`config.mk`:
```
export PLATFORM = sky130hd
export DESIGN_NAME = bus_decoder
export DESIGN_NICKNAME = d
export VERILOG_FILES = /design/src/design/soc_bus_pkg.sv /design/src/design/bus_decoder.sv
export VERILOG_INCLUDE_DIRS = /design/src /design/src/design
export SDC_FILE = /design/constraint.sdc
export NUM_CORES = 1
export LEC_CHECK = 0
export ABC_AREA = 1
export BUFFER_PORTS_ARGS = -buffer_cell sky130_fd_sc_hd__buf_2
export CAP_MARGIN = 10
export CORE_MARGIN = 1
export CORE_UTILIZATION = 28
export CTS_CLUSTER_SIZE = 20
export DETAILED_ROUTE_END_ITERATION = 10
export GPL_ROUTABILITY_DRIVEN = 0
export PLACE_DENSITY = 0.91
export SYNTH_ARGS = -nofsm -noshare
export SYNTH_HDL_FRONTEND = slang
export SYNTH_SLANG_ARGS = --single-unit
```
`constraint.sdc`:
```
create_clock -name w_clk -period 0.8 [get_ports w_clk]
set_input_delay 0.04 -clock w_clk [delete_from_list [all_inputs] [get_ports w_clk]]
set_output_delay 0.04 -clock w_clk [all_outputs]
set_load 0.01 [all_outputs]
```
`src/design/soc_config.svh`:
```
`ifndef SOC_CONFIG_SVH
`define SOC_CONFIG_SVH

// ########################################
// bus decoding
// ########################################

// upper address bits that pick one of the slave slots
`define SLAVE_SEL_WIDTH     4

// RAM depth as a word address width
`define TCM_ADDR_WIDTH      8

// ########################################
// reset and serial timing
// ########################################

// cycles the raw reset must stay high before release
`define RST_DEB_LENGTH      4
`define UART_CLKS_PER_BIT   8

`endif

```
`src/design/soc_bus_pkg.sv`:
```
`default_nettype none

`include "soc_config.svh"

package soc_bus_pkg;

    // slot number taken from the upper address bits
    // slots not listed here are unmapped and read zero
    typedef enum logic [`SLAVE_SEL_WIDTH-1:0]
    {
        SLV_TCM     = `SLAVE_SEL_WIDTH'(0),
        SLV_UART    = `SLAVE_SEL_WIDTH'(1)
    } slave_id_e;

endpackage

`default_nettype wire

```
`src/design/bus_decoder.sv`:
```
`default_nettype none

`include "soc_config.svh"

module bus_decoder
    import soc_bus_pkg::*;
(
    input   wire                w_clk,
    input   wire                i_rst_n,
    input   wire                i_stb,
    input   wire                i_cyc,
    input   wire slave_id_e     i_addr_sel,
    input   wire [31:0]         i_tcm_dat,
    input   wire                i_tcm_ack,
    input   wire [31:0]         i_uart_dat,
    input   wire                i_uart_ack,
    output  logic               o_tcm_sel,
    output  logic               o_uart_sel,
    output  logic [31:0]        o_dat,
    output  logic               o_ack
);

    logic   w_active;
    logic   w_unmapped;
    logic   r_un_ack;
    logic   r_un_done;

    assign w_active = i_stb & i_cyc;
    assign o_tcm_sel = w_active && (i_addr_sel == SLV_TCM);
    assign o_uart_sel = w_active && (i_addr_sel == SLV_UART);
    assign w_unmapped = w_active & ~o_tcm_sel & ~o_uart_sel;

    // unmapped slots answer on their own so the master never stalls
    always_ff @(posedge w_clk or negedge i_rst_n)
    begin
        if (!i_rst_n)
        begin
            r_un_ack <= 1'b0;
            r_un_done <= 1'b0;
        end
        else
        begin
            r_un_ack <= w_unmapped & ~r_un_ack & ~r_un_done;
            r_un_done <= w_unmapped & (r_un_done | r_un_ack);
        end
    end

    always_comb
    begin
        case (i_addr_sel)
            SLV_TCM:
            begin
                o_dat = i_tcm_dat;
                o_ack = i_tcm_ack;
            end
            SLV_UART:
            begin
                o_dat = i_uart_dat;
                o_ack = i_uart_ack;
            end
            default:
            begin
                o_dat = '0;
                o_ack = r_un_ack;
            end
        endcase
    end

endmodule

`default_nettype wire

```
==> out/metrics.sh <==
RESULT_OF_THE_RUN='complete, but fails checks'
FAILED_CHECKS='negative setup slack'
SYNTHDISTINCTLIBCELLS=12
DIEHEIGHT_UM=51.5
WORST_IR_DROP_VDD_mV=0.631
FRACTION_OF_SYNTHESIZED_CELL_AREA_TAKEN_BY_THE_TOP_AREA_CELL_TYPE=0.489
SYNTHTOPCELLSBYAREA='sky130_fd_sc_hd__nand3_1 49%, sky130_fd_sc_hd__nand2_1 20%, sky130_fd_sc_hd__dfrtp_1 7.3%, sky130_fd_sc_hd__buf_6 6.6%, sky130_fd_sc_hd__buf_2 4.4%'
CLOCK_INPUT_TRANSITION_AT_THE_SEQUENTIAL_CELLS_OF_THE_WORST_SETUP_AND_HOLD_PATHS_PS=30
RSZ0062_AT_GRT='true'
FINAL.HOLD.WORST_SLACK_PS=138
TIGHTESTPINTRANSITION_PS=164
PATH_DELAY_FAMILY='buffers and inverters'
TIMING.CRITICAL_PATH.CELLS='buf_6 > nor2_4 > buf_4 > buf_12 > nand3_1 > nand2_1 > buf_2'
WORST-ENDPOINT-ARRIVAL_PS=890
CRITICAL_PATH_PEAK_FANOUT=19
SYNTH_CELLS=131
FINAL_HOLD_VIOL_COUNT=0
FP-ROW-COUNT=17
LAYOUT.CORE_UTILIZATION=0.701
REGISTER_BIT_COUNT_REPORTED_BY_YOSYS=2
GRT_FIRST_PASS_WIRELENGTH_UM=4280
TIMING.FINAL.CRIT_PERIOD_PS=929
PRE_CTS_WS_PS=-122
PIN_COUNT=109
CORE_UM2=2250
DRT-WIRELENGTH-PER-CELL_UM=11.6
FINAL_LAYOUT_SIZE_SUFFIX_GT1_FRAC=0.598
CTS_TREE='built'
POST-ROUTE-PERIOD-UTIL=1.16
CTSLONGESTPATHBUFFERS=2
YOSYSWARNINGCOUNT=0
GRT_START_MAX_NET_PINS=28
CLOCK_TREE.HTREE_LEVEL_COUNT=1
LAYOUT_NET_COUNT=325
CRIT_SLOWEST_CELL='sky130_fd_sc_hd__nor2_4'
START_UTIL=0.304
ROUTE.ANTENNA.REMAINING_NETS=0
MAXSLEWVIOLCOUNT=0
ANTENNA_FOUND_INITIAL=0
FINAL_COMMON_CELL='sky130_fd_sc_hd__buf_2'
GRT_REMAINING_OVERFLOW=0
CLOCK.FMAX_MHz=1080
TIMING_WORST_SETUP_PATH_TYPE='primary input to output pin'
WORST_SLACK_PS=-129
FINAL_CELL_COUNT_NO_FILL=277
TOTAL_ROUTING_USAGE_GR=0.210
POWER.LEAKAGE_nW=0.983
DRCVIOLATIONCOUNT=0
DETAIL_ROUTE.WIRELENGTH_UM=3230
VIA_COUNT=1327
DETAIL_ROUTE.ITER0.VIOLATIONS=19
ANTENNA-DIODE-COUNT=0
WORSTPATHBUFFERINVERTERCOUNT=4
CTS.ROOT.BUFFER_CELL='sky130_fd_sc_hd__clkbuf_4'
NUMCTSBUFFERS=3
CRIT_PATH_START_KIND='primary input'
YOSYSSEQAREASHARE=0.0730
MAX_SLEW_MARGIN=0.890
MAX-CAP-VIOLATIONS=0
POWER.DENSITY_CELL_AREA_nW_PER_UM2=613
POWER.TOTAL_mW=0.969
CP-END-KIND='output pin'
SYN-CELL-AREA_UM2=686
SYNTH.AVG_CELL_AREA_UM2=5.23
GRT_PASS1_VIAS=1063
CRITICAL-PATH-MAX-STAGE-DELAY_PS=160
CLK-INSERTION-DELAY-LATE_PS=220
CLOCK_SINKS=2
MOST-COMMON-LAYOUT-CELLS='105 x sky130_fd_sc_hd__buf_2, 55 x sky130_fd_sc_hd__nand3_1, 35 x sky130_fd_sc_hd__nand2_1'
DETAILED_ROUTER_ITERATION_COUNT_BEFORE_ANTENNA_REPAIR=4
DIE_X_UM=51.5
VIAS_PER_STD_CELL=4.79
SYN2LAYOUT_AREA_GROWTH_PCT=131
FINALSETUPVIOLCOUNT=35
SYNTH.LARGEST_AREA_CELL='sky130_fd_sc_hd__nand3_1'
NUMBER_OF_NETS_PRODUCED_BY_SYNTHESIS=205
PORT_BUFFERS=108
DP.FINAL_HPWL_UM=2120
DP_CELLS=263
FLOORPLAN.DIE_AREA_UM2=2650
FIN_WORST_SKEW_PS=0.877
TIMING.CRITICAL_PATH.REQUIRED_PS=760
HP-CLASS='primary input to asynchronous set/reset pin'
power breakdown:
part           total, mW  switching (mW)  internal, mW
Clock              0.216          0.0509         0.165
Combinational      0.645           0.298         0.346
Sequential         0.109         0.00206         0.107
Total              0.969           0.351         0.618
routing by layer:
metal	up-vias	GRT usage	part of all wire
met5	-	0	0
met4	0	0.0811	0.0043
met3	2	0.0387	0.079
met2	58	0.420	0.55
met1	582	0.205	0.37
li1	685	-	-
through the flow:
step / instance area [um^2] / TNS [ps]
floorplan: 686 / 0
global placement: 1300 / -1610
detailed placement: 1300 / -2000
CTS: 1410 / -2500
global route: 1580 / -4420
finish: 1580 / -2750
timing repair:
item,in CTS,in global routing
endpoints found under the hold margin,2,0
pin swaps,3,8
gates resized for setup,5,26
setup endpoints to repair,27,35
setup buffers,5,3
gates cloned,1,2
hold buffers,1,0
sequential cells by signal, indices dropped and copies added (netlist names):
signal,flops
r_un_ack,1
r_un_done,1
area by class of cell:
type | instances | area (um^2)
Tap cell | 28 | 35.0
Inverter | 4 | 15.0
Timing Repair Buffer | 128 | 846
Fill cell | 218 | 673
Multi-Input combinational cell | 112 | 613
Clock buffer | 3 | 22.5
Sequential cell | 2 | 50.0
path summary, 6_finish.rpt:
kind / start / end / slack, ps / cells after the start
min in group w_clk: i_cyc / r_un_done$_DFF_PN0_ / 230 / 5
min: i_rst_n / r_un_ack$_DFF_PN0_ / 140 / 2
min reg2reg: r_un_done$_DFF_PN0_ / r_un_ack$_DFF_PN0_ / 480 / 3
max in group asynchronous: i_rst_n / r_un_done$_DFF_PN0_ / 560 / 2
max reg2reg: r_un_ack$_DFF_PN0_ / r_un_ack$_DFF_PN0_ / 60 / 3
max: i_addr_sel[2] / o_dat[9] / -130 / 7
cells in the mapped netlist (all sizes together):
library cell,instances
buf,13
dfrtp,2
inv,4
nand2,37
nand3,67
nor2,7
nor3,1
cells by family after synthesis:
logic type	count (synthesis)	share of synthesized area
buffers and inverters	17	0.164
DFF	2	0.0730
and+or+nand+nor	112	0.763
(Power assumes the default switching activity.)
