==> src/design/soc_config.svh <==
`ifndef SOC_CONFIG_SVH
`define SOC_CONFIG_SVH

// ########################################
// bus decoding
// ########################################

// upper address bits that pick one of the slave slots
`define SLAVE_SEL_WIDTH     4

// RAM depth as a word address width
`define TCM_ADDR_WIDTH      8

// ########################################
// reset and serial timing
// ########################################

// cycles the raw reset must stay high before release
`define RST_DEB_LENGTH      4
`define UART_CLKS_PER_BIT   8

`endif

==> src/design/reset_debounce.sv <==
`default_nettype none

`include "soc_config.svh"

module reset_debounce
(
    input   wire        w_clk,
    input   wire        i_rst_n,
    output  logic       o_rst_n
);

    localparam int LEN = `RST_DEB_LENGTH;
    localparam int CNT_W = $clog2(LEN + 1);

    logic [CNT_W-1:0]   r_cnt;

    // any low level on the raw reset restarts the count
    always_ff @(posedge w_clk or negedge i_rst_n)
    begin
        if (!i_rst_n)
        begin
            r_cnt <= '0;
            o_rst_n <= 1'b0;
        end
        else if (r_cnt != CNT_W'(LEN))
        begin
            r_cnt <= r_cnt + 1'b1;
            if (r_cnt == CNT_W'(LEN - 1))
                o_rst_n <= 1'b1;
        end
    end

endmodule

`default_nettype wire

==> config.mk <==
export PLATFORM = sky130hd
export DESIGN_NAME = reset_debounce
export DESIGN_NICKNAME = d
export VERILOG_FILES = /design/src/design/reset_debounce.sv
export VERILOG_INCLUDE_DIRS = /design/src /design/src/design
export SDC_FILE = /design/constraint.sdc
export NUM_CORES = 1
export LEC_CHECK = 0
export BUFFER_PORTS_ARGS = -buffer_cell sky130_fd_sc_hd__buf_4
export CORE_AREA = 3 3 40 42
export DETAILED_ROUTE_END_ITERATION = 8
export DIE_AREA = 0 0 43 45
export PLACE_DENSITY = 0.37
export SLEW_MARGIN = 30
export SYNTH_ARGS = -nofsm -noshare
export SYNTH_HDL_FRONTEND = slang
export SYNTH_SLANG_ARGS = --single-unit
==> constraint.sdc <==
create_clock -name w_clk -period 1.31 [get_ports w_clk]
set_input_delay 0 -clock w_clk [delete_from_list [all_inputs] [get_ports w_clk]]
set_output_delay 0 -clock w_clk [all_outputs]
set_load 0.005 [all_outputs]
==> reports/results.tsv, run 1 <==
stage	metric	value	unit
detailed_routing	total via count in the routed design	114	
sta	max frequency	867	MHz
worst_setup_path	Worst Setup End Kind	register	
worst_setup_path	buffers and inverters on the worst path	1	
detailed_routing	drc violations	0	
placed_design	GP Congestion	0.669	
detailed_routing	number of vias per cell after detailed routing	3.17	
clock_tree	Max clock buf depth	2	
logic_synthesis	Syn Std Cell Area	191	um^2
sta	crit path time final	1.15	ns
sta	Post-Route Skew	0.00316	ns
cells_and_area	number of inserted diodes	0	
global_route	GR Overflow Total	0	
floorplan	count of standard-cell rows	13	
placed_design	placed wire-length estimate	224	um
sta	final clock period utilization by the worst path	88.0	%
floorplan	Die Span X	43	um
detailed_routing	remaining antenna violation count after routing	0	
global_route	number of antenna violations at the first check in global routing	0	
global_route	global-route wire length before repair	538	um
sta	smallest hold slack	0.110	ns
clock_tree	buffer count from post-CTS setup fixing	0	
logic_synthesis	count of yosys warnings during synthesis	0	
worst_setup_path	required time of the worst setup path	1.42	ns
power_and_ir_drop	sum of internal, switching and leakage power	0.277	mW
min_path	Min-Delay Path Class	in2async	
clock_tree	number of buffers created by CTS	3	
worst_setup_path	family with the most delay on the worst path	flip-flops	
worst_setup_path	critical path class	reg2reg	
worst_setup_path	CP max stage delay	0.34	ns
global_route	layer with the highest usage after global routing	met3	
sta	total count of hold-check failures in the final report	0	
clock_tree	number of hold buffers added after CTS	1	
global_route	vias in the first global route	134	
floorplan	Die Footprint	0.00194	mm^2
cells_and_area	net count reported at finish	28	
logic_synthesis	fraction of the yosys area taken by sequential cells	52.3	%
logic_synthesis	synth unique cells	8	
floorplan	ports placed on the boundary	3	
clock_tree	source-to-sink clock delay at the later pin of the worst-skew pair	0.23	ns
power_and_ir_drop	Peak VDD IR	343	uV
worst_setup_path	critical path data arrival time	1.26	ns
sta	setup repair after global routing missed its margin	false	
logic_synthesis	synthesized instance count	15	
placed_design	worst setup slack before clock tree synthesis	0.160	ns
clock_tree	number of clock sinks	4	
clock_tree	CTS tree	done	
floorplan	Core ar.	0.00128	mm^2
detailed_routing	First DRT Iteration DRCs	0	
outcome	outcome	finished, final reports clean	
detailed_routing	first drt pass iteration count	1	
global_route	met3 demand-to-capacity share in global routing	5.18	%
global_route	global routing met2 resource utilization	4.49	%
cells_and_area	count of placed standard cells in the final layout, fillers left out	36	
detailed_routing	Detailed Route WL	278	um
clock_tree	number of gates given a new drive strength after cts	0	
detailed_routing	average wire per standard cell	7.72	um
sta	count of pins over their slew limit	0	
sta	setup TNS after final layout	0	ns
floorplan	starting utilization of the core area	14.9	%
floorplan	Die Span Y	45	um
logic_synthesis	Post-Synthesis Net Count	20	
clock_tree	clock edge transition at the registers on the reported setup and hold paths	0.04	ns
sta	Tightest Pin Transition	0.145	ns
clock_tree	deepest level of the CTS H-tree	1	
global_route	gr usage total	4.27	%
sta	slack of the critical path	0.157	ns
sta	relative max-transition margin	90.2	%
flow_run	number of maximum-capacitance violations	0	
power_and_ir_drop	power density over the cells	1070	mW/mm^2
placed_design	count of buffers inserted at the top-level ports	2	
sta	Final Setup Violations	0	
worst_setup_path	startpoint type of the worst setup path	register	
clock_tree	clock tree root driver cell	clkbuf_4	
cells_and_area	fraction of final layout cells sized beyond drive strength 1	38.1	%
logic_synthesis	Avg Synthesized Cell Area	12.8	um^2
cells_and_area	area growth from synthesis to final layout	34.6	%
worst_setup_path	slowest cell on the critical path	dfrtp_1	
worst_setup_path	cell chain of the critical path	inv_1 -> ha_1 -> nand2_2 -> mux2_4	
placed_design	cell count after placement	32	
worst_setup_path	Crit Path Max Fanout	4	
logic_synthesis	number of storage elements in the synthesis netlist	4	
global_route	maximum number of pins on one net before global-route repair	5	
cells_and_area	filler cell count in the final layout	137	
global_route	met1 capacity usage during global routing	4.89	%
power_and_ir_drop	Static Leakage	0.132	nW
[cell families (layout without fill, tap and decap cells)]
family | Yosys count | in the layout | share of synthesized area, %
flops | 4 | 4 | 52.3
simple gates | 2 | 2 | 5.23
compound gates | 1 | 1 | 4.58
xor+xnor | 1 | 1 | 4.58
buf+inv | 3 | 9 | 5.88
mux | 1 | 1 | 7.84
fa+ha+maj | 3 | 3 | 19.6
[final cells by class]
class	count	area [um^2]	share of cell area, %
Timing Repair Buffer	3	25.0	9.71
Sequential cell	4	100	38.8
Tap cell	15	18.8	7.28
Clock buffer	3	22.5	8.74
Multi-Input combinational cell	8	80.1	31.1
Inverter	3	11.3	4.37
[state kept, by name, summed over array words and instances (netlist names)]
register and count:
r_cnt 3, o_rst_n 1
[metrics by stage]
step	instance area (um^2)	utilization, %
after detailed placement	225	17.5
after global routing	258	20.1
after floorplan	191	-
after global placement	225	17.5
after CTS	258	20.1
final	258	20.1
[final timing paths]
path / start / end / slack (ns) / depth (start not counted)
setup / recovery: r_cnt[0]$_DFFE_PN0P_ / r_cnt[1]$_DFFE_PN0P_ / 0.16 / 4
hold / removal: i_rst_n / r_cnt[2]$_DFFE_PN0P_ / 0.11 / 2
setup reg to reg: r_cnt[0]$_DFFE_PN0P_ / r_cnt[1]$_DFFE_PN0P_ / 0.16 / 4
hold reg to reg: o_rst_n$_DFFE_PN0P_ / o_rst_n$_DFFE_PN0P_ / 0.46 / 1
max in group asynchronous: i_rst_n / r_cnt[0]$_DFFE_PN0P_ / 1.10 / 2
min in group w_clk: o_rst_n$_DFFE_PN0P_ / o_rst_n$_DFFE_PN0P_ / 0.46 / 1
[synth_stat cells]
master   count  share of area (%)
dfrtp_1      4                 52
inv_1        3                5.9
nand2_1      1                2.0
ha_1         3                 20
mux2_4       1                7.8
a21o_2       1                4.6
nand2_2      1                3.3
xnor2_1      1                4.6
[cells in the final DEF, fill, tap and decap left out]
cell type / instances
nand2_1: 1
mux2_4: 1
dfrtp_1: 4
a21o_2: 1
clkbuf_4: 3
dlygate4sd3_1: 1
nand2_2: 1
buf_4: 2
ha_1: 3
inv_1: 3
xnor2_1: 1
[metal layers]
layer  vias to the layer above  share of wire [%]
met4                         0                  0
met5                         -                  0
met1                        51                 54
met2                         3                 38
met3                         0                7.9
li1                         60                  -
[power by group]
group / internal, mW / total, mW / switching [mW]
sequential: 0.124 / 0.124 / 0
combinational: 0.00392 / 0.00674 / 0.00283
clock: 0.102 / 0.146 / 0.0436
(Power assumes the default switching activity.)
==> inputs of run 2 (changes only) <==
--- a/config.mk
+++ b/config.mk
@@ -9,4 +9,5 @@
 export BUFFER_PORTS_ARGS = -buffer_cell sky130_fd_sc_hd__buf_4
 export CORE_AREA = 3 3 40 42
+export CTS_BUF_LIST = sky130_fd_sc_hd__clkbuf_2
 export DETAILED_ROUTE_END_ITERATION = 8
 export DIE_AREA = 0 0 43 45
==> constraint.sdc (replaced) <==
create_clock -name w_clk -period 1.31 [get_ports w_clk]
set_input_delay 0.131 -clock w_clk [delete_from_list [all_inputs] [get_ports w_clk]]
set_output_delay 0.131 -clock w_clk [all_outputs]
set_load 0.005 [all_outputs]
==> run 2 against run 1 <==
Net effect:
- utilization fell by 0.58 points
- register-to-register slack barely moved
- non-clock buffer count stayed put
- cell count did not move
- die area unchanged
- total power is 14% lower
- largest power group is now registers
- critical path depth unchanged
- hold slack better by 0.16 ns
- critical path type unchanged
- clock power fell by 27%
==> reports/results.tsv, run 2 (synthesis gave the netlist of run 1 again) <==
stage	metric	value	unit	change
outcome	outcome	finished, final reports clean		unchanged
cells_and_area	count of placed standard cells in the final layout, fillers left out	36		unchanged
sta	setup TNS after final layout	0	ns	unchanged
cells_and_area	area growth from synthesis to final layout	30.7	%	was 34.6%
floorplan	starting utilization of the core area	14.9	%	unchanged
power_and_ir_drop	Static Leakage	0.131	nW	was 0.132 nW
clock_tree	clock edge transition at the registers on the reported setup and hold paths	0.04	ns	about the same
cells_and_area	final core occ	19.5	%	was 20.1%
floorplan	ports placed on the boundary	3		unchanged
worst_setup_path	critical path class	reg2reg		unchanged
detailed_routing	number of vias per cell after detailed routing	3.17		unchanged
detailed_routing	Detailed Route WL	278	um	unchanged
sta	relative max-transition margin	90.2	%	about the same
power_and_ir_drop	power density over the cells	946	mW/mm^2	was 1070 mW/mm^2
floorplan	count of standard-cell rows	13		unchanged
power_and_ir_drop	sum of internal, switching and leakage power	0.237	mW	was 0.277 mW
floorplan	Die Footprint	0.00194	mm^2	unchanged
sta	crit path time final	1.15	ns	about the same
sta	Post-Route Skew	0.00376	ns	was 0.00316 ns
clock_tree	buffer count from post-CTS setup fixing	0		unchanged
global_route	vias in the first global route	134		unchanged
cells_and_area	fraction of final layout cells sized beyond drive strength 1	38.1	%	unchanged
detailed_routing	drc violations	0		unchanged
floorplan	Core ar.	0.00128	mm^2	unchanged
sta	smallest hold slack	0.270	ns	was 0.110 ns
sta	total count of hold-check failures in the final report	0		unchanged
clock_tree	number of clock sinks	4		unchanged
detailed_routing	remaining antenna violation count after routing	0		unchanged
sta	final clock period utilization by the worst path	88.1	%	was 88.0%
detailed_routing	average wire per standard cell	7.72	um	unchanged
cells_and_area	most common library cell in the layout ignoring fill and taps	dfrtp_1		unchanged
cells_and_area	number of inserted diodes	0		unchanged
sta	Tightest Pin Transition	0.146	ns	was 0.145 ns
cells_and_area	top library cells by usage in the layout, fill and taps aside	4 x dfrtp_1, 3 x inv_1, 3 x ha_1, 3 x clkbuf_2, 2 x buf_4		was 4 x dfrtp_1, 3 x inv_1, 3 x ha_1, 3 x clkbuf_4, 2 x buf_4
detailed_routing	total via count in the routed design	114		unchanged
placed_design	GP Congestion	0.669		unchanged
cells_and_area	registers with the highest flip-flop counts	r_cnt (3), o_rst_n (1)		unchanged
cells_and_area	Top reg by flops	r_cnt		unchanged
global_route	gr usage total	4.27	%	unchanged
cells_and_area	max reg flops	3		unchanged
sta	Final Setup Violations	0		unchanged
worst_setup_path	critical path data arrival time	1.23	ns	was 1.26 ns
cells_and_area	net count reported at finish	28		unchanged
worst_setup_path	startpoint type of the worst setup path	register		unchanged
floorplan	Die Span X	43	um	unchanged
detailed_routing	First DRT Iteration DRCs	0		unchanged
clock_tree	Max clock buf depth	2		unchanged
clock_tree	number of gates given a new drive strength after cts	0		unchanged
clock_tree	CTS tree	done		unchanged
worst_setup_path	Worst Setup End Kind	register		unchanged
placed_design	count of buffers inserted at the top-level ports	2		unchanged
sta	count of pins over their slew limit	0		unchanged
clock_tree	source-to-sink clock delay at the later pin of the worst-skew pair	0.20	ns	was 0.23 ns
power_and_ir_drop	Peak VDD IR	342	uV	was 343 uV
placed_design	cell count after placement	32		unchanged
placed_design	placed wire-length estimate	224	um	unchanged
floorplan	Die Span Y	45	um	unchanged
detailed_routing	first drt pass iteration count	1		unchanged
sta	max frequency	867	MHz	about the same
min_path	Min-Delay Path Class	in2async		unchanged
worst_setup_path	required time of the worst setup path	1.39	ns	was 1.42 ns
sta	setup repair after global routing missed its margin	false		unchanged
flow_run	number of maximum-capacitance violations	0		unchanged
clock_tree	clock tree root driver cell	clkbuf_2		was clkbuf_4
clock_tree	deepest level of the CTS H-tree	1		unchanged
clock_tree	number of buffers created by CTS	3		unchanged
global_route	GR Overflow Total	0		unchanged
global_route	number of antenna violations at the first check in global routing	0		unchanged
global_route	global-route wire length before repair	538	um	unchanged
global_route	maximum number of pins on one net before global-route repair	5		unchanged
worst_setup_path	Crit Path Max Fanout	4		unchanged
## run 2: cell types whose count changed in the layout (fill, tap and decap cells not counted)
cell / delta
clkbuf_2: +3
clkbuf_4: -3
## run 2: worst paths after layout
kind | startpoint | to | slack (ns) | cells past startpoint
min in group w_clk | o_rst_n$_DFFE_PN0P_ | o_rst_n$_DFFE_PN0P_ | 0.46 | 1
max | r_cnt[0]$_DFFE_PN0P_ | r_cnt[1]$_DFFE_PN0P_ | 0.16 | 4
min reg2reg | o_rst_n$_DFFE_PN0P_ | o_rst_n$_DFFE_PN0P_ | 0.46 | 1
max in group asynchronous | i_rst_n | r_cnt[0]$_DFFE_PN0P_ | 0.93 | 2
max reg2reg | r_cnt[0]$_DFFE_PN0P_ | r_cnt[1]$_DFFE_PN0P_ | 0.16 | 4
min | i_rst_n | r_cnt[2]$_DFFE_PN0P_ | 0.27 | 2
## run 2: final cells by class
type | instances | area, um^2
clock buffer | 3 | 15.0
fill | 139 | 1030
inverter | 3 | 11.3
multi-input combinational | 8 | 80.1
sequential | 4 | 100
tap | 15 | 18.8
timing repair buffer | 3 | 25.0
## run 2: worst max-delay path: stages, from the launching register on
cell and delay [ns]:
dfrtp_1 0.34, inv_1 0.07, ha_1 0.20, nand2_2 0.12, mux2_4 0.31
## run 2: timing repair
action                                  CTS  global route
hold buffers                              1             0
endpoints found under the setup margin    0             0
endpoints found under the hold margin     4             0
## run 2: through the flow
step	setup slack, ns	instance area, um^2
floorplan	0.216	191
global placement	0.183	225
detailed placement	0.160	225
CTS	0.152	250
global route	0.0835	250
finish	0.156	250
## run 2: routing by layer
metal / GRT usage [%] / wire length, um
met4: 1.81 / 0
met3: 5.18 / 22
met2: 4.49 / 106
met5: 0 / 0
met1: 4.89 / 149
## run 2: where the power goes
part,switching (mW),leakage [nW],internal [mW]
clock,0.0443,0.0125,0.0615
combinational,0.00283,0.0731,0.00392
sequential,0,0.0455,0.124
total,0.0471,0.131,0.190
