**src/design/soc_config.svh**
```systemverilog
`ifndef SOC_CONFIG_SVH
`define SOC_CONFIG_SVH

// ########################################
// bus decoding
// ########################################

// upper address bits that pick one of the slave slots
`define SLAVE_SEL_WIDTH     4

// RAM depth as a word address width
`define TCM_ADDR_WIDTH      8

// ########################################
// reset and serial timing
// ########################################

// cycles the raw reset must stay high before release
`define RST_DEB_LENGTH      4
`define UART_CLKS_PER_BIT   8

`endif

```
**src/design/soc_uart_pkg.sv**
```systemverilog
`default_nettype none

package soc_uart_pkg;

    // register index, address bits 3:2
    typedef enum logic [1:0]
    {
        REG_TXDATA  = 2'd0,
        REG_RXDATA  = 2'd1,
        REG_STATUS  = 2'd2
    } uart_reg_e;

    typedef enum logic [1:0]
    {
        TX_IDLE, TX_START, TX_DATA, TX_STOP
    } uart_tx_state_e;

    typedef enum logic [1:0]
    {
        RX_IDLE, RX_START, RX_DATA, RX_STOP
    } uart_rx_state_e;

endpackage

`default_nettype wire

```
**src/design/uart_periph.sv**
```systemverilog
`default_nettype none

`include "soc_config.svh"

module uart_periph
    import soc_uart_pkg::*;
(
    input   wire                w_clk,
    input   wire                i_rst_n,
    input   wire                i_sel,
    input   wire [1:0]          i_reg,
    input   wire                i_we,
    input   wire [7:0]          i_dat,
    input   wire                i_rxd,
    output  logic [31:0]        o_dat,
    output  logic               o_ack,
    output  logic               o_txd
);

    localparam int CPB = `UART_CLKS_PER_BIT;
    localparam int CNT_W = (CPB > 1) ? $clog2(CPB) : 1;
    localparam logic [CNT_W-1:0] BIT_LAST = CNT_W'(CPB - 1);
    localparam logic [CNT_W-1:0] BIT_HALF = CNT_W'(CPB / 2 - 1);

    uart_reg_e          w_reg;
    logic               r_done;
    logic               w_access;
    logic               w_tx_start;
    logic               w_rx_read;
    logic               w_tx_busy;

    uart_tx_state_e     r_tx_state;
    logic [CNT_W-1:0]   r_tx_cnt;
    logic [2:0]         r_tx_bit;
    logic [7:0]         r_tx_shift;

    logic [2:0]         r_rx_sync;
    uart_rx_state_e     r_rx_state;
    logic [CNT_W-1:0]   r_rx_cnt;
    logic [2:0]         r_rx_bit;
    logic [7:0]         r_rx_shift;
    logic [7:0]         r_rx_data;
    logic               r_rx_valid;

    // ########################################
    // register front end
    // ########################################

    assign w_reg = uart_reg_e'(i_reg);
    assign w_access = i_sel & ~o_ack & ~r_done;
    assign w_tx_busy = (r_tx_state != TX_IDLE);
    // a write while busy is acked but never reaches the shifter
    assign w_tx_start = w_access & i_we & (w_reg == REG_TXDATA) & ~w_tx_busy;
    assign w_rx_read = w_access & ~i_we & (w_reg == REG_RXDATA);

    always_ff @(posedge w_clk or negedge i_rst_n)
    begin
        if (!i_rst_n)
        begin
            o_ack <= 1'b0;
            r_done <= 1'b0;
        end
        else
        begin
            o_ack <= w_access;
            r_done <= i_sel & (r_done | o_ack);
        end
    end

    always_ff @(posedge w_clk)
    begin
        if (w_access)
        begin
            case (w_reg)
                REG_RXDATA: o_dat <= {24'd0, r_rx_data};
                REG_STATUS: o_dat <= {30'd0, r_rx_valid, w_tx_busy};
                default:    o_dat <= '0;
            endcase
        end
    end

    // ########################################
    // transmitter
    // ########################################

    always_ff @(posedge w_clk or negedge i_rst_n)
    begin
        if (!i_rst_n)
        begin
            r_tx_state <= TX_IDLE;
            r_tx_cnt <= '0;
            r_tx_bit <= '0;
            r_tx_shift <= '0;
            o_txd <= 1'b1;
        end
        else
        begin
            r_tx_cnt <= (r_tx_cnt == BIT_LAST) ? '0 : r_tx_cnt + 1'b1;
            case (r_tx_state)
                TX_IDLE:
                begin
                    r_tx_cnt <= '0;
                    if (w_tx_start)
                    begin
                        r_tx_shift <= i_dat;
                        o_txd <= 1'b0;
                        r_tx_state <= TX_START;
                    end
                end
                TX_START:
                    if (r_tx_cnt == BIT_LAST)
                    begin
                        o_txd <= r_tx_shift[0];
                        r_tx_bit <= '0;
                        r_tx_state <= TX_DATA;
                    end
                TX_DATA:
                    if (r_tx_cnt == BIT_LAST)
                    begin
                        // lsb first so the next bit already sits at index 1
                        r_tx_shift <= {1'b1, r_tx_shift[7:1]};
                        o_txd <= (r_tx_bit == 3'd7) ? 1'b1 : r_tx_shift[1];
                        r_tx_bit <= r_tx_bit + 1'b1;
                        if (r_tx_bit == 3'd7)
                            r_tx_state <= TX_STOP;
                    end
                default:
                    if (r_tx_cnt == BIT_LAST)
                        r_tx_state <= TX_IDLE;
            endcase
        end
    end

    // ########################################
    // receiver
    // ########################################

    always_ff @(posedge w_clk or negedge i_rst_n)
    begin
        if (!i_rst_n)
        begin
            r_rx_sync <= '1;
            r_rx_state <= RX_IDLE;
            r_rx_cnt <= '0;
            r_rx_bit <= '0;
            r_rx_shift <= '0;
            r_rx_data <= '0;
            r_rx_valid <= 1'b0;
        end
        else
        begin
            r_rx_sync <= {r_rx_sync[1:0], i_rxd};
            r_rx_cnt <= r_rx_cnt + 1'b1;
            if (w_rx_read)
                r_rx_valid <= 1'b0;
            case (r_rx_state)
                RX_IDLE:
                begin
                    r_rx_cnt <= '0;
                    // falling edge on the synchronized line
                    if (r_rx_sync[2] && !r_rx_sync[1])
                        r_rx_state <= RX_START;
                end
                RX_START:
                    if (r_rx_cnt == BIT_HALF)
                    begin
                        r_rx_cnt <= '0;
                        r_rx_bit <= '0;
                        r_rx_state <= r_rx_sync[1] ? RX_IDLE : RX_DATA;
                    end
                RX_DATA:
                    if (r_rx_cnt == BIT_LAST)
                    begin
                        r_rx_cnt <= '0;
                        r_rx_shift <= {r_rx_sync[1], r_rx_shift[7:1]};
                        r_rx_bit <= r_rx_bit + 1'b1;
                        if (r_rx_bit == 3'd7)
                            r_rx_state <= RX_STOP;
                    end
                default:
                    if (r_rx_cnt == BIT_LAST)
                    begin
                        // framing error drops the byte
                        if (r_rx_sync[1])
                        begin
                            r_rx_data <= r_rx_shift;
                            r_rx_valid <= 1'b1;
                        end
                        r_rx_state <= RX_IDLE;
                    end
            endcase
        end
    end

endmodule

`default_nettype wire

```
**config.mk**
```make
export PLATFORM = sky130hd
export DESIGN_NAME = uart_periph
export DESIGN_NICKNAME = d
export VERILOG_FILES = /design/src/design/soc_uart_pkg.sv /design/src/design/uart_periph.sv
export VERILOG_INCLUDE_DIRS = /design/src /design/src/design
export SDC_FILE = /design/constraint.sdc
export NUM_CORES = 1
export LEC_CHECK = 0
export ABC_AREA = 1
export ABC_CLOCK_PERIOD_IN_PS = 1600
export BUFFER_PORTS_ARGS = -buffer_cell sky130_fd_sc_hd__buf_2
export CORE_MARGIN = 5
export CORE_UTILIZATION = 31
export DETAILED_ROUTE_END_ITERATION = 10
export HOLD_SLACK_MARGIN = 0.12
export REMOVE_ABC_BUFFERS = 1
export SLEW_MARGIN = 20
export SYNTH_ARGS = -nofsm -noshare
export SYNTH_HDL_FRONTEND = slang
export SYNTH_SLANG_ARGS = --single-unit
```
**constraint.sdc**
```tcl
create_clock -name w_clk -period 1.6 [get_ports w_clk]
set_input_delay 0.16 -clock w_clk [delete_from_list [all_inputs] [get_ports w_clk]]
set_output_delay 0.16 -clock w_clk [all_outputs]
set_load 0.01 [all_outputs]
```
==> results of run 1 <==
cell families (layout without fill, tap and decap cells):
logic type	count (synthesis)	in the layout	synth area share
and+or+nand+nor	154	154	0.229
buffers and inverters	67	82	0.128
DFF	55	55	0.509
AOI/OAI and AO/OA	23	23	0.0516
adders and majority gates	18	18	0.0807
other	1	24	0.00134
routing by layer:
layer | part of all wire | GRT usage
met3 | 0.060 | 0.0265
met4 | 0.0057 | 0.0192
met1 | 0.46 | 0.112
met5 | 0 | 0
met2 | 0.47 | 0.144
registers in the layout, indices dropped and copies added, names as in the netlist, 8 cells and up:
name / cells
o_dat: 8
r_rx_shift: 8
r_rx_data: 8
r_tx_shift: 8
timing repair:
item | in CTS | in global routing
setup buffers | 0 | 0
hold buffers | 3 | 0
hold endpoints to repair | 19 | 0
resized for setup | 0 | 5
setup endpoints to repair | 0 | 19
worst max path at each step:
| stage | startpoint | end | slack, ns | cells past startpoint |
|---|---|---|---|---|
| after detailed placement | r_tx_state[0] | r_tx_shift[6] | 0.03 | 7 |
| final | r_tx_cnt[0] | r_tx_state[1] | 0.12 | 8 |
| after CTS | r_tx_state[0] | r_tx_shift[2] | 0.01 | 7 |
| after global routing | r_tx_state[1] | r_tx_shift[2] | 0.003 | 7 |
| after floorplan | r_tx_state[0] | r_tx_shift[0] | -0.04 | 7 |
| after global placement | r_tx_state[0] | r_tx_shift[5] | 0.06 | 7 |
power by group through the flow:
stage / Combinational, uW / Sequential [uW] / Clock [uW]
floorplan: 1300 / 2140 / 0
global placement: 1750 / 2180 / 0
detailed placement: 1820 / 2180 / 0
CTS: 1830 / 2150 / 867
global route: 2120 / 2200 / 925
finish: 1820 / 2150 / 833
synthesized netlist by cell type, types with 4 or more instances:
library cell  count
a21oi_1           6
buf_2             4
buf_4            25
dfrtp_1          43
dfstp_2           4
edfxtp_1          8
ha_1             18
inv_1            27
inv_2             8
nand2_1         105
nand3_1          23
nor2_1           19
o21ai_1          10
metrics by stage:
step | std cells | total power (uW) | util
2_1_floorplan | 310 | 3450 | -
3_3_place_gp | 453 | 3930 | 0.343
3_5_place_dp | 453 | 4000 | 0.343
4_1_cts | 464 | 4850 | 0.358
5_1_grt | 464 | 5250 | 0.360
6_report | 464 | 4810 | 0.360
area by class of cell:
cell class | count | area [um2] | area share
clock buffers | 7 | 96.3 | 0.0306
clock inverters | 1 | 7.51 | 0.00238
inverters | 36 | 138 | 0.0437
multi-input cells | 219 | 1110 | 0.352
flip-flops and latches | 55 | 1420 | 0.451
well taps | 108 | 135 | 0.0429
repair buffers | 38 | 245 | 0.0778
critical path, stage by stage (launching register included):
cell and delay [ns]:
dfrtp_1 0.40, ha_1 0.20, ha_1 0.22, buf_4 0.16, nor2_1 0.15, nor2_1 0.10, nand2_1 0.08, nand2_1 0.05
nand2_1 0.06
==> results.sh, run 1 <==
export IMPL_netlist_area_um2=2790
export IMPL_ant_nets=0
export IMPL_synth_top_area_share=0.385
export IMPL_status="completed"
export IMPL_h_tree_depth=2
export IMPL_seqPwrFrac=0.448
export IMPL_synth_area_leaders="dfrtp_1 39%, nand2_1 14%, edfxtp_1 8.6%, ha_1 8.1%, buf_4 6.7%"
export IMPL_hold_viol_final=0
export IMPL_insertion_delay_ns=0.30
export IMPL_switching_share=0.381
export IMPL_root_buffer="clkbuf_8"
export IMPL_synthArstFlopShare=0.855
export IMPL_ys_seq_elements=55
export IMPL_gp_congestion=0.805
export IMPL_slew_viol_final=0
export IMPL_layout_drive_gt1_share=0.188
export IMPL_dpl_hpwl_mm=3.74
export IMPL_pin_count=49
export IMPL_dieArea_um2=11000
export IMPL_final_common_cell="nand2_1"
export IMPL_port_buffers=24
export IMPL_required_ns=1.85
export IMPL_ir_drop_mv=0.815
export IMPL_cp_arrival_ns=1.72
export IMPL_firstDrtPassIters=5
export IMPL_yosys_area_top_type="dfrtp_1"
export IMPL_drtIter0Drc=72
export IMPL_dp_slack_ns=0.0324
export IMPL_setup_tns_final_ns=0
export IMPL_path_class="flop to flop"
export IMPL_gr_total_overflow=0
export IMPL_layout_area_overhead_vs_synth_pct=12.9
export IMPL_total_leakage_power_uw=0.00173
export IMPL_clk_path_buf_depth=2
export IMPL_whs_ns=0.166
export IMPL_setup_viol=0
export IMPL_min_delay_start="i_we"
export IMPL_pwr_share_clk=0.173
export IMPL_drc=0
export IMPL_drv_cap=0
export IMPL_std_cell_rows=34
export IMPL_setup_slack_ns=0.123
export IMPL_cp_start_kind="flop"
export IMPL_power_density_nw_per_um2=1530
export IMPL_synth_cell_types=28
export IMPL_core_um2=8760
export IMPL_start_util=0.319
export IMPL_diodes=0
export IMPL_finalCriticalPeriod_ns=1.48
export IMPL_vias=1987
export IMPL_yosys_warnings=0
export IMPL_internal_power_uw=2980
export IMPL_postSynthCellCount=318
export IMPL_die_w_um=105
export IMPL_fin_skew_ns=0.00841
export IMPL_synth_main_ff_cell="dfrtp_1"
export IMPL_final_period_utilization=0.923
export IMPL_first_global_vias=1860
export IMPL_rrSetupSlack_ns=0.12
export IMPL_ys_seq_area_frac=0.509
export IMPL_fmax_mhz=677
export IMPL_r2r_cells=8
export IMPL_final_cell_mix="104 x nand2_1, 43 x dfrtp_1, 27 x inv_1"
export IMPL_grt_antenna_before_repair=0
export IMPL_synth_edf_count=8
export IMPL_grt_pass1_wl_mm=8.18
export IMPL_hold_path_cell_count=4
export IMPL_cts_buffers=5
export IMPL_hold_end="r_rx_valid"
export IMPL_wl_per_cell_um=10.2
export IMPL_final_cell_area_um2=3150
export IMPL_nets=388
export IMPL_die_y_um=105
export IMPL_combPwrFrac=0.379
export IMPL_grt_use_total=0.0870
export IMPL_post_drt_via_cell_ratio=4.28
export IMPL_routed_wl_mm=4.73
export IMPL_clkTransAtPathRegs_ns=0.10
export IMPL_r2r_end="r_tx_state[1]"
export IMPL_rsz0062_at_grt="no"
export IMPL_net_switching_power_uw=1830
export IMPL_hold_class="input port to flop"
export IMPL_cp_max_fo=4
export IMPL_fillers=900
export IMPL_place_area_um2=3010
export IMPL_critPathCaptureType="flop"
export IMPL_reg2reg_from="r_tx_cnt[0]"
export IMPL_clock_sinks=55
export IMPL_cts_tree="built"
export IMPL_syn_area_per_cell_um2=8.78
export IMPL_grt_start_max_net_pins=30
No activity file was read; power rests on OpenSTA's default activity.
==> run 2: changes to the inputs <==
--- a/config.mk
+++ b/config.mk
@@ -10,5 +10,4 @@
 export ABC_CLOCK_PERIOD_IN_PS = 1600
 export BUFFER_PORTS_ARGS = -buffer_cell sky130_fd_sc_hd__buf_2
-export CORE_MARGIN = 5
 export CORE_UTILIZATION = 31
 export DETAILED_ROUTE_END_ITERATION = 10
==> constraint.sdc (replaced) <==
create_clock -name w_clk -period 1.6 [get_ports w_clk]
set_input_delay 0.08 -clock w_clk [delete_from_list [all_inputs] [get_ports w_clk]]
set_output_delay 0.08 -clock w_clk [all_outputs]
set_load 0.01 [all_outputs]
==> run 2 against run 1 <==
  * Final area up 4.0%
  * Flip-flop and latch count unchanged
  * Global-route usage grew 2.4 points
  * Die area fell by 15%
  * Sequential power about the same
  * Critical endpoint is now r_tx_shift[4]
  * Highest routed layer unchanged
==> results.sh, run 2 (same netlist as run 1, synthesis figures left out) <==
export IMPL_status="completed"
export IMPL_ir_drop_mv=0.546
export IMPL_gr_total_overflow=0
export IMPL_diodes=0
export IMPL_clock_sinks=55
export IMPL_dpl_hpwl_mm=3.66
export IMPL_drv_cap=0
export IMPL_power_density_nw_per_um2=1520
export IMPL_whs_ns=0.269
export IMPL_pin_count=49
export IMPL_cp_start_kind="flop"
export IMPL_hold_class="input port to asynchronous set/reset pin"
export IMPL_die_w_um=96.9
export IMPL_final_cell_mix="104 x nand2_1, 43 x dfrtp_1, 27 x inv_1"
export IMPL_fmax_mhz=686
export IMPL_dp_slack_ns=0.0462
export IMPL_grt_antenna_before_repair=0
export IMPL_vias=2028
export IMPL_std_cell_rows=34
export IMPL_dieArea_um2=9390
export IMPL_grt_use_total=0.111
export IMPL_firstDrtPassIters=4
export IMPL_drc=0
export IMPL_port_buffers=24
export IMPL_slew_viol_final=0
export IMPL_clkTransAtPathRegs_ns=0.10
export IMPL_start_util=0.320
export IMPL_rsz0062_at_grt="no"
export IMPL_cts_buffers=5
export IMPL_nets=398
export IMPL_clk_path_buf_depth=2
export IMPL_critPathCaptureType="flop"
export IMPL_postCtsSetupBuffers=0
export IMPL_fin_skew_ns=0.0144
export IMPL_cts_tree="built"
export IMPL_crit_start="r_tx_state[0]"
export IMPL_fillers=876
export IMPL_drtIter0Drc=53
export IMPL_post_drt_via_cell_ratio=4.28
export IMPL_wl_per_cell_um=10.4
export IMPL_rrSetupSlack_ns=0.14
export IMPL_path_class="flop to flop"
export IMPL_ant_nets=0
export IMPL_setup_viol=0
export IMPL_die_y_um=96.9
export IMPL_cp_max_fo=10
export IMPL_insertion_delay_ns=0.31
export IMPL_grt_pass1_wl_mm=8.70
export IMPL_r2r_end="r_tx_shift[4]"
export IMPL_cp_arrival_ns=1.67
export IMPL_setup_slack_ns=0.142
export IMPL_reg2reg_from="r_tx_state[0]"
export IMPL_grt_start_max_net_pins=48
export IMPL_core_um2=8720
export IMPL_first_global_vias=2011
export IMPL_layout_area_overhead_vs_synth_pct=17.4
export IMPL_hold_viol_final=0
export IMPL_finalCriticalPeriod_ns=1.46
export IMPL_routed_wl_mm=4.92
export IMPL_h_tree_depth=2
export IMPL_final_common_cell="nand2_1"
export IMPL_required_ns=1.81
export IMPL_layout_drive_gt1_share=0.186
export IMPL_root_buffer="clkbuf_8"
export IMPL_final_period_utilization=0.911
export IMPL_gp_congestion=0.789
export IMPL_r2r_cells=9
export IMPL_total_leakage_power_uw=0.00179
## run 2: layer usage
layer | up-vias | wire length [um] | global-route usage
met5 | - | 0 | 0
met1 | 940 | 2290 | 0.138
met2 | 44 | 2420 | 0.194
met4 | 0 | 19 | 0.0264
met3 | 4 | 185 | 0.0246
li1 | 1040 | - | -
## run 2: worst max-delay path by stage
| stage | endpoint | cells after the start |
|---|---|---|
| detailed placement | r_tx_shift[5] | 7 |
| global route | r_tx_shift[0] | 9 |
| CTS | r_rx_data[4] | 7 |
| finish | r_tx_shift[4] | 9 |
| global placement | r_rx_data[4] | 7 |
| floorplan | r_tx_shift[0] | 7 |
## run 2: repair_timing
action | in CTS | in global routing
resized for setup | 0 | 5
endpoints found under the setup margin | 0 | 22
endpoints found under the hold margin | 58 | 0
hold buffers | 12 | 0
## run 2: critical path, cell delays in order (launching register included)
cell     delay, ns
dfrtp_1       0.40
inv_1         0.08
ha_2          0.25
buf_4         0.19
inv_2         0.04
buf_4         0.15
nand2_1       0.06
nand2_1       0.05
nand3_1       0.08
nand2_1       0.06
## run 2: where the power goes
| group | total, uW | switching, uW | leakage [uW] | internal, uW |
|---|---|---|---|---|
| registers | 2170 | 293 | 0.000678 | 1880 |
| logic | 1890 | 1150 | 0.00105 | 741 |
| clock network | 925 | 459 | 0.0000581 | 467 |
| total | 4990 | 1900 | 0.00179 | 3090 |
## run 2: final cells by class
cell class | instances | area [um2] | share of cell area
inverter | 36 | 135 | 0.0412
clock inverter | 3 | 43.8 | 0.0134
multi-input combinational | 219 | 1120 | 0.341
sequential | 55 | 1420 | 0.434
clock buffer | 5 | 68.8 | 0.0210
tap | 108 | 135 | 0.0412
timing repair buffer | 48 | 355 | 0.108
## run 2: per-stage QoR
stage | TNS (ns) | power, uW | cell area [um2] | utilization | cells
finish | 0 | 4990 | 3280 | 0.376 | 474
floorplan | -0.297 | 3450 | 2660 | - | 310
detailed placement | 0 | 4060 | 3030 | 0.347 | 454
global route | 0 | 5440 | 3280 | 0.376 | 474
global placement | 0 | 3980 | 3030 | 0.347 | 454
CTS | 0 | 5020 | 3260 | 0.374 | 474
==> run 3: changes to the inputs <==
- SETUP_SLACK_MARGIN: not set -> 0.4
==> run 3 against run 2 <==
  * Cell count rose by 3.2%
  * Maximum frequency rose by 5.2%
  * Flip-flop and latch count unchanged
  * Sequential power grew 3%
  * Largest cell class unchanged
  * Clock-buffer cell count did not move
  * Die area did not move
  * Final area rose by 13%
  * Combinational power is 49% higher
  * Hold slack better by 0.00081 ns
==> results.sh, run 3 (same netlist as run 1, synthesis figures left out) <==
export IMPL_net_switching_power_uw=2360
export IMPL_clk_path_buf_depth=2
export IMPL_use_met3=0.0238
export IMPL_fmax_mhz=722
export IMPL_first_global_vias=2093
export IMPL_nets=413
export IMPL_cts_tree="built"
export IMPL_ff_latch_area_um2=1420
export IMPL_drtIter0Drc=69
export IMPL_pwr_share_clk=0.156
export IMPL_cp_arrival_ns=1.59
export IMPL_wl_per_cell_um=11.8
export IMPL_std_cell_rows=34
export IMPL_met2_usage=0.212
export IMPL_final_cell_mix="84 x nand2_1, 41 x dfrtp_1, 25 x buf_2"
export IMPL_cts_buffers=5
export IMPL_finalCriticalPeriod_ns=1.39
export IMPL_insertion_delay_ns=0.31
export IMPL_power_density_nw_per_um2=1610
export IMPL_cp_start_kind="flop"
export IMPL_path_class="flop to flop"
export IMPL_gp_congestion=0.789
export IMPL_fin_skew_ns=0.0121
export IMPL_combPwrFrac=0.471
export IMPL_grt_busiest_layer="met2"
export IMPL_grt_use_total=0.121
export IMPL_final_period_utilization=0.866
export IMPL_dp_slack_ns=0.0462
export IMPL_postLayoutCoreUtil=0.426
export IMPL_pin_count=49
export IMPL_multi_input_area_um2=1340
export IMPL_start_util=0.320
export IMPL_vias=2141
export IMPL_final_common_cell="nand2_1"
export IMPL_final_cell_area_um2=3720
export IMPL_fillers=819
export IMPL_setup_viol=0
export IMPL_layout_drive_gt1_share=0.344
export IMPL_total_leakage_power_uw=0.00193
export IMPL_die_w_um=96.9
export IMPL_ant_nets=0
export IMPL_drc=0
export IMPL_required_ns=1.81
export IMPL_core_um2=8720
export IMPL_clock_sinks=55
export IMPL_die_y_um=96.9
export IMPL_place_area_um2=3030
export IMPL_ir_drop_mv=0.585
export IMPL_grt_util_met1=0.152
export IMPL_routed_wl_mm=5.79
export IMPL_slew_viol_final=0
export IMPL_grt_pass1_wl_mm=9.38
export IMPL_cp_max_fo=3
export IMPL_switching_share=0.394
export IMPL_hold_class="input port to asynchronous set/reset pin"
export IMPL_dpl_hpwl_mm=3.66
export IMPL_drv_cap=0
export IMPL_grt_start_max_net_pins=48
export IMPL_rrSetupSlack_ns=0.21
export IMPL_port_buffers=24
export IMPL_critPathCaptureType="flop"
export IMPL_seqPwrFrac=0.372
export IMPL_h_tree_depth=2
export IMPL_gr_total_overflow=0
export IMPL_internal_power_uw=3630
export IMPL_layout_area_overhead_vs_synth_pct=33.2
export IMPL_dieArea_um2=9390
export IMPL_post_drt_via_cell_ratio=4.38
export IMPL_status="completed"
export IMPL_crit_start="r_tx_cnt[0]"
export IMPL_rsz0062_at_grt="yes"
export IMPL_grt_antenna_before_repair=0
export IMPL_firstDrtPassIters=4
export IMPL_diodes=0
export IMPL_clkTransAtPathRegs_ns=0.10
export IMPL_root_buffer="clkbuf_8"
export IMPL_reg2reg_from="r_tx_cnt[0]"
export IMPL_hold_viol_final=0
export IMPL_setup_slack_ns=0.214
export IMPL_total_power_uw=5990
## run 3: timing repair
item / CTS / global route
pin swaps: 18 / 26
hold endpoints to repair: 58 / 0
resized for setup: 50 / 33
cloned: 1 / 1
hold buffers: 12 / 0
buffers inserted: 10 / 3
setup endpoints to repair: 39 / 49
## run 3: through the flow
stage          instances  setup TNS (ns)  hold WS (ns)
2_1_floorplan        310          -0.297        -0.216
3_3_place_gp         454               0        0.0846
3_5_place_dp         454               0        0.0851
4_1_cts              485               0         0.284
5_1_grt              489               0         0.308
6_report             489               0         0.269
## run 3: power groups by stage
stage               clock network [uW]  logic [uW]  registers, uW
finish                             936        2820           2230
global route                      1030        3130           2290
CTS                                959        2510           2210
detailed placement                   0        1860           2200
global placement                     0        1790           2190
floorplan                            0        1300           2140
## run 3: area by class of cell
class / instances / area share
well taps: 108 / 0.0363
clock buffers: 5 / 0.0185
clock inverters: 3 / 0.0118
flip-flops and latches: 55 / 0.383
multi-input cells: 219 / 0.361
repair buffers: 63 / 0.149
inverters: 36 / 0.0404
## run 3: worst paths after layout
check / to / cells after the start
worst max-delay path: r_tx_state[0] / 7
worst min-delay path: r_tx_bit[0] / 3
worst max register to register: r_tx_state[0] / 7
worst min register to register: r_rx_sync[1] / 0
max in group asynchronous: r_rx_sync[1] / 3
min in group w_clk: o_dat[0] / 4
## run 3: per-layer routing
layer | up-vias | wire length (um)
met5 | - | 0
met4 | 0 | 84
met3 | 11 | 186
met2 | 55 | 3050
met1 | 1010 | 2470
li1 | 1065 | -
## run 3: worst max-delay path, cell delays in order, from the launching register on
cell	delay (ns)
dfrtp_1	0.40
ha_2	0.19
ha_4	0.18
buf_6	0.13
nor2_4	0.15
nor2_4	0.07
nand3_1	0.09
nand2_1	0.07
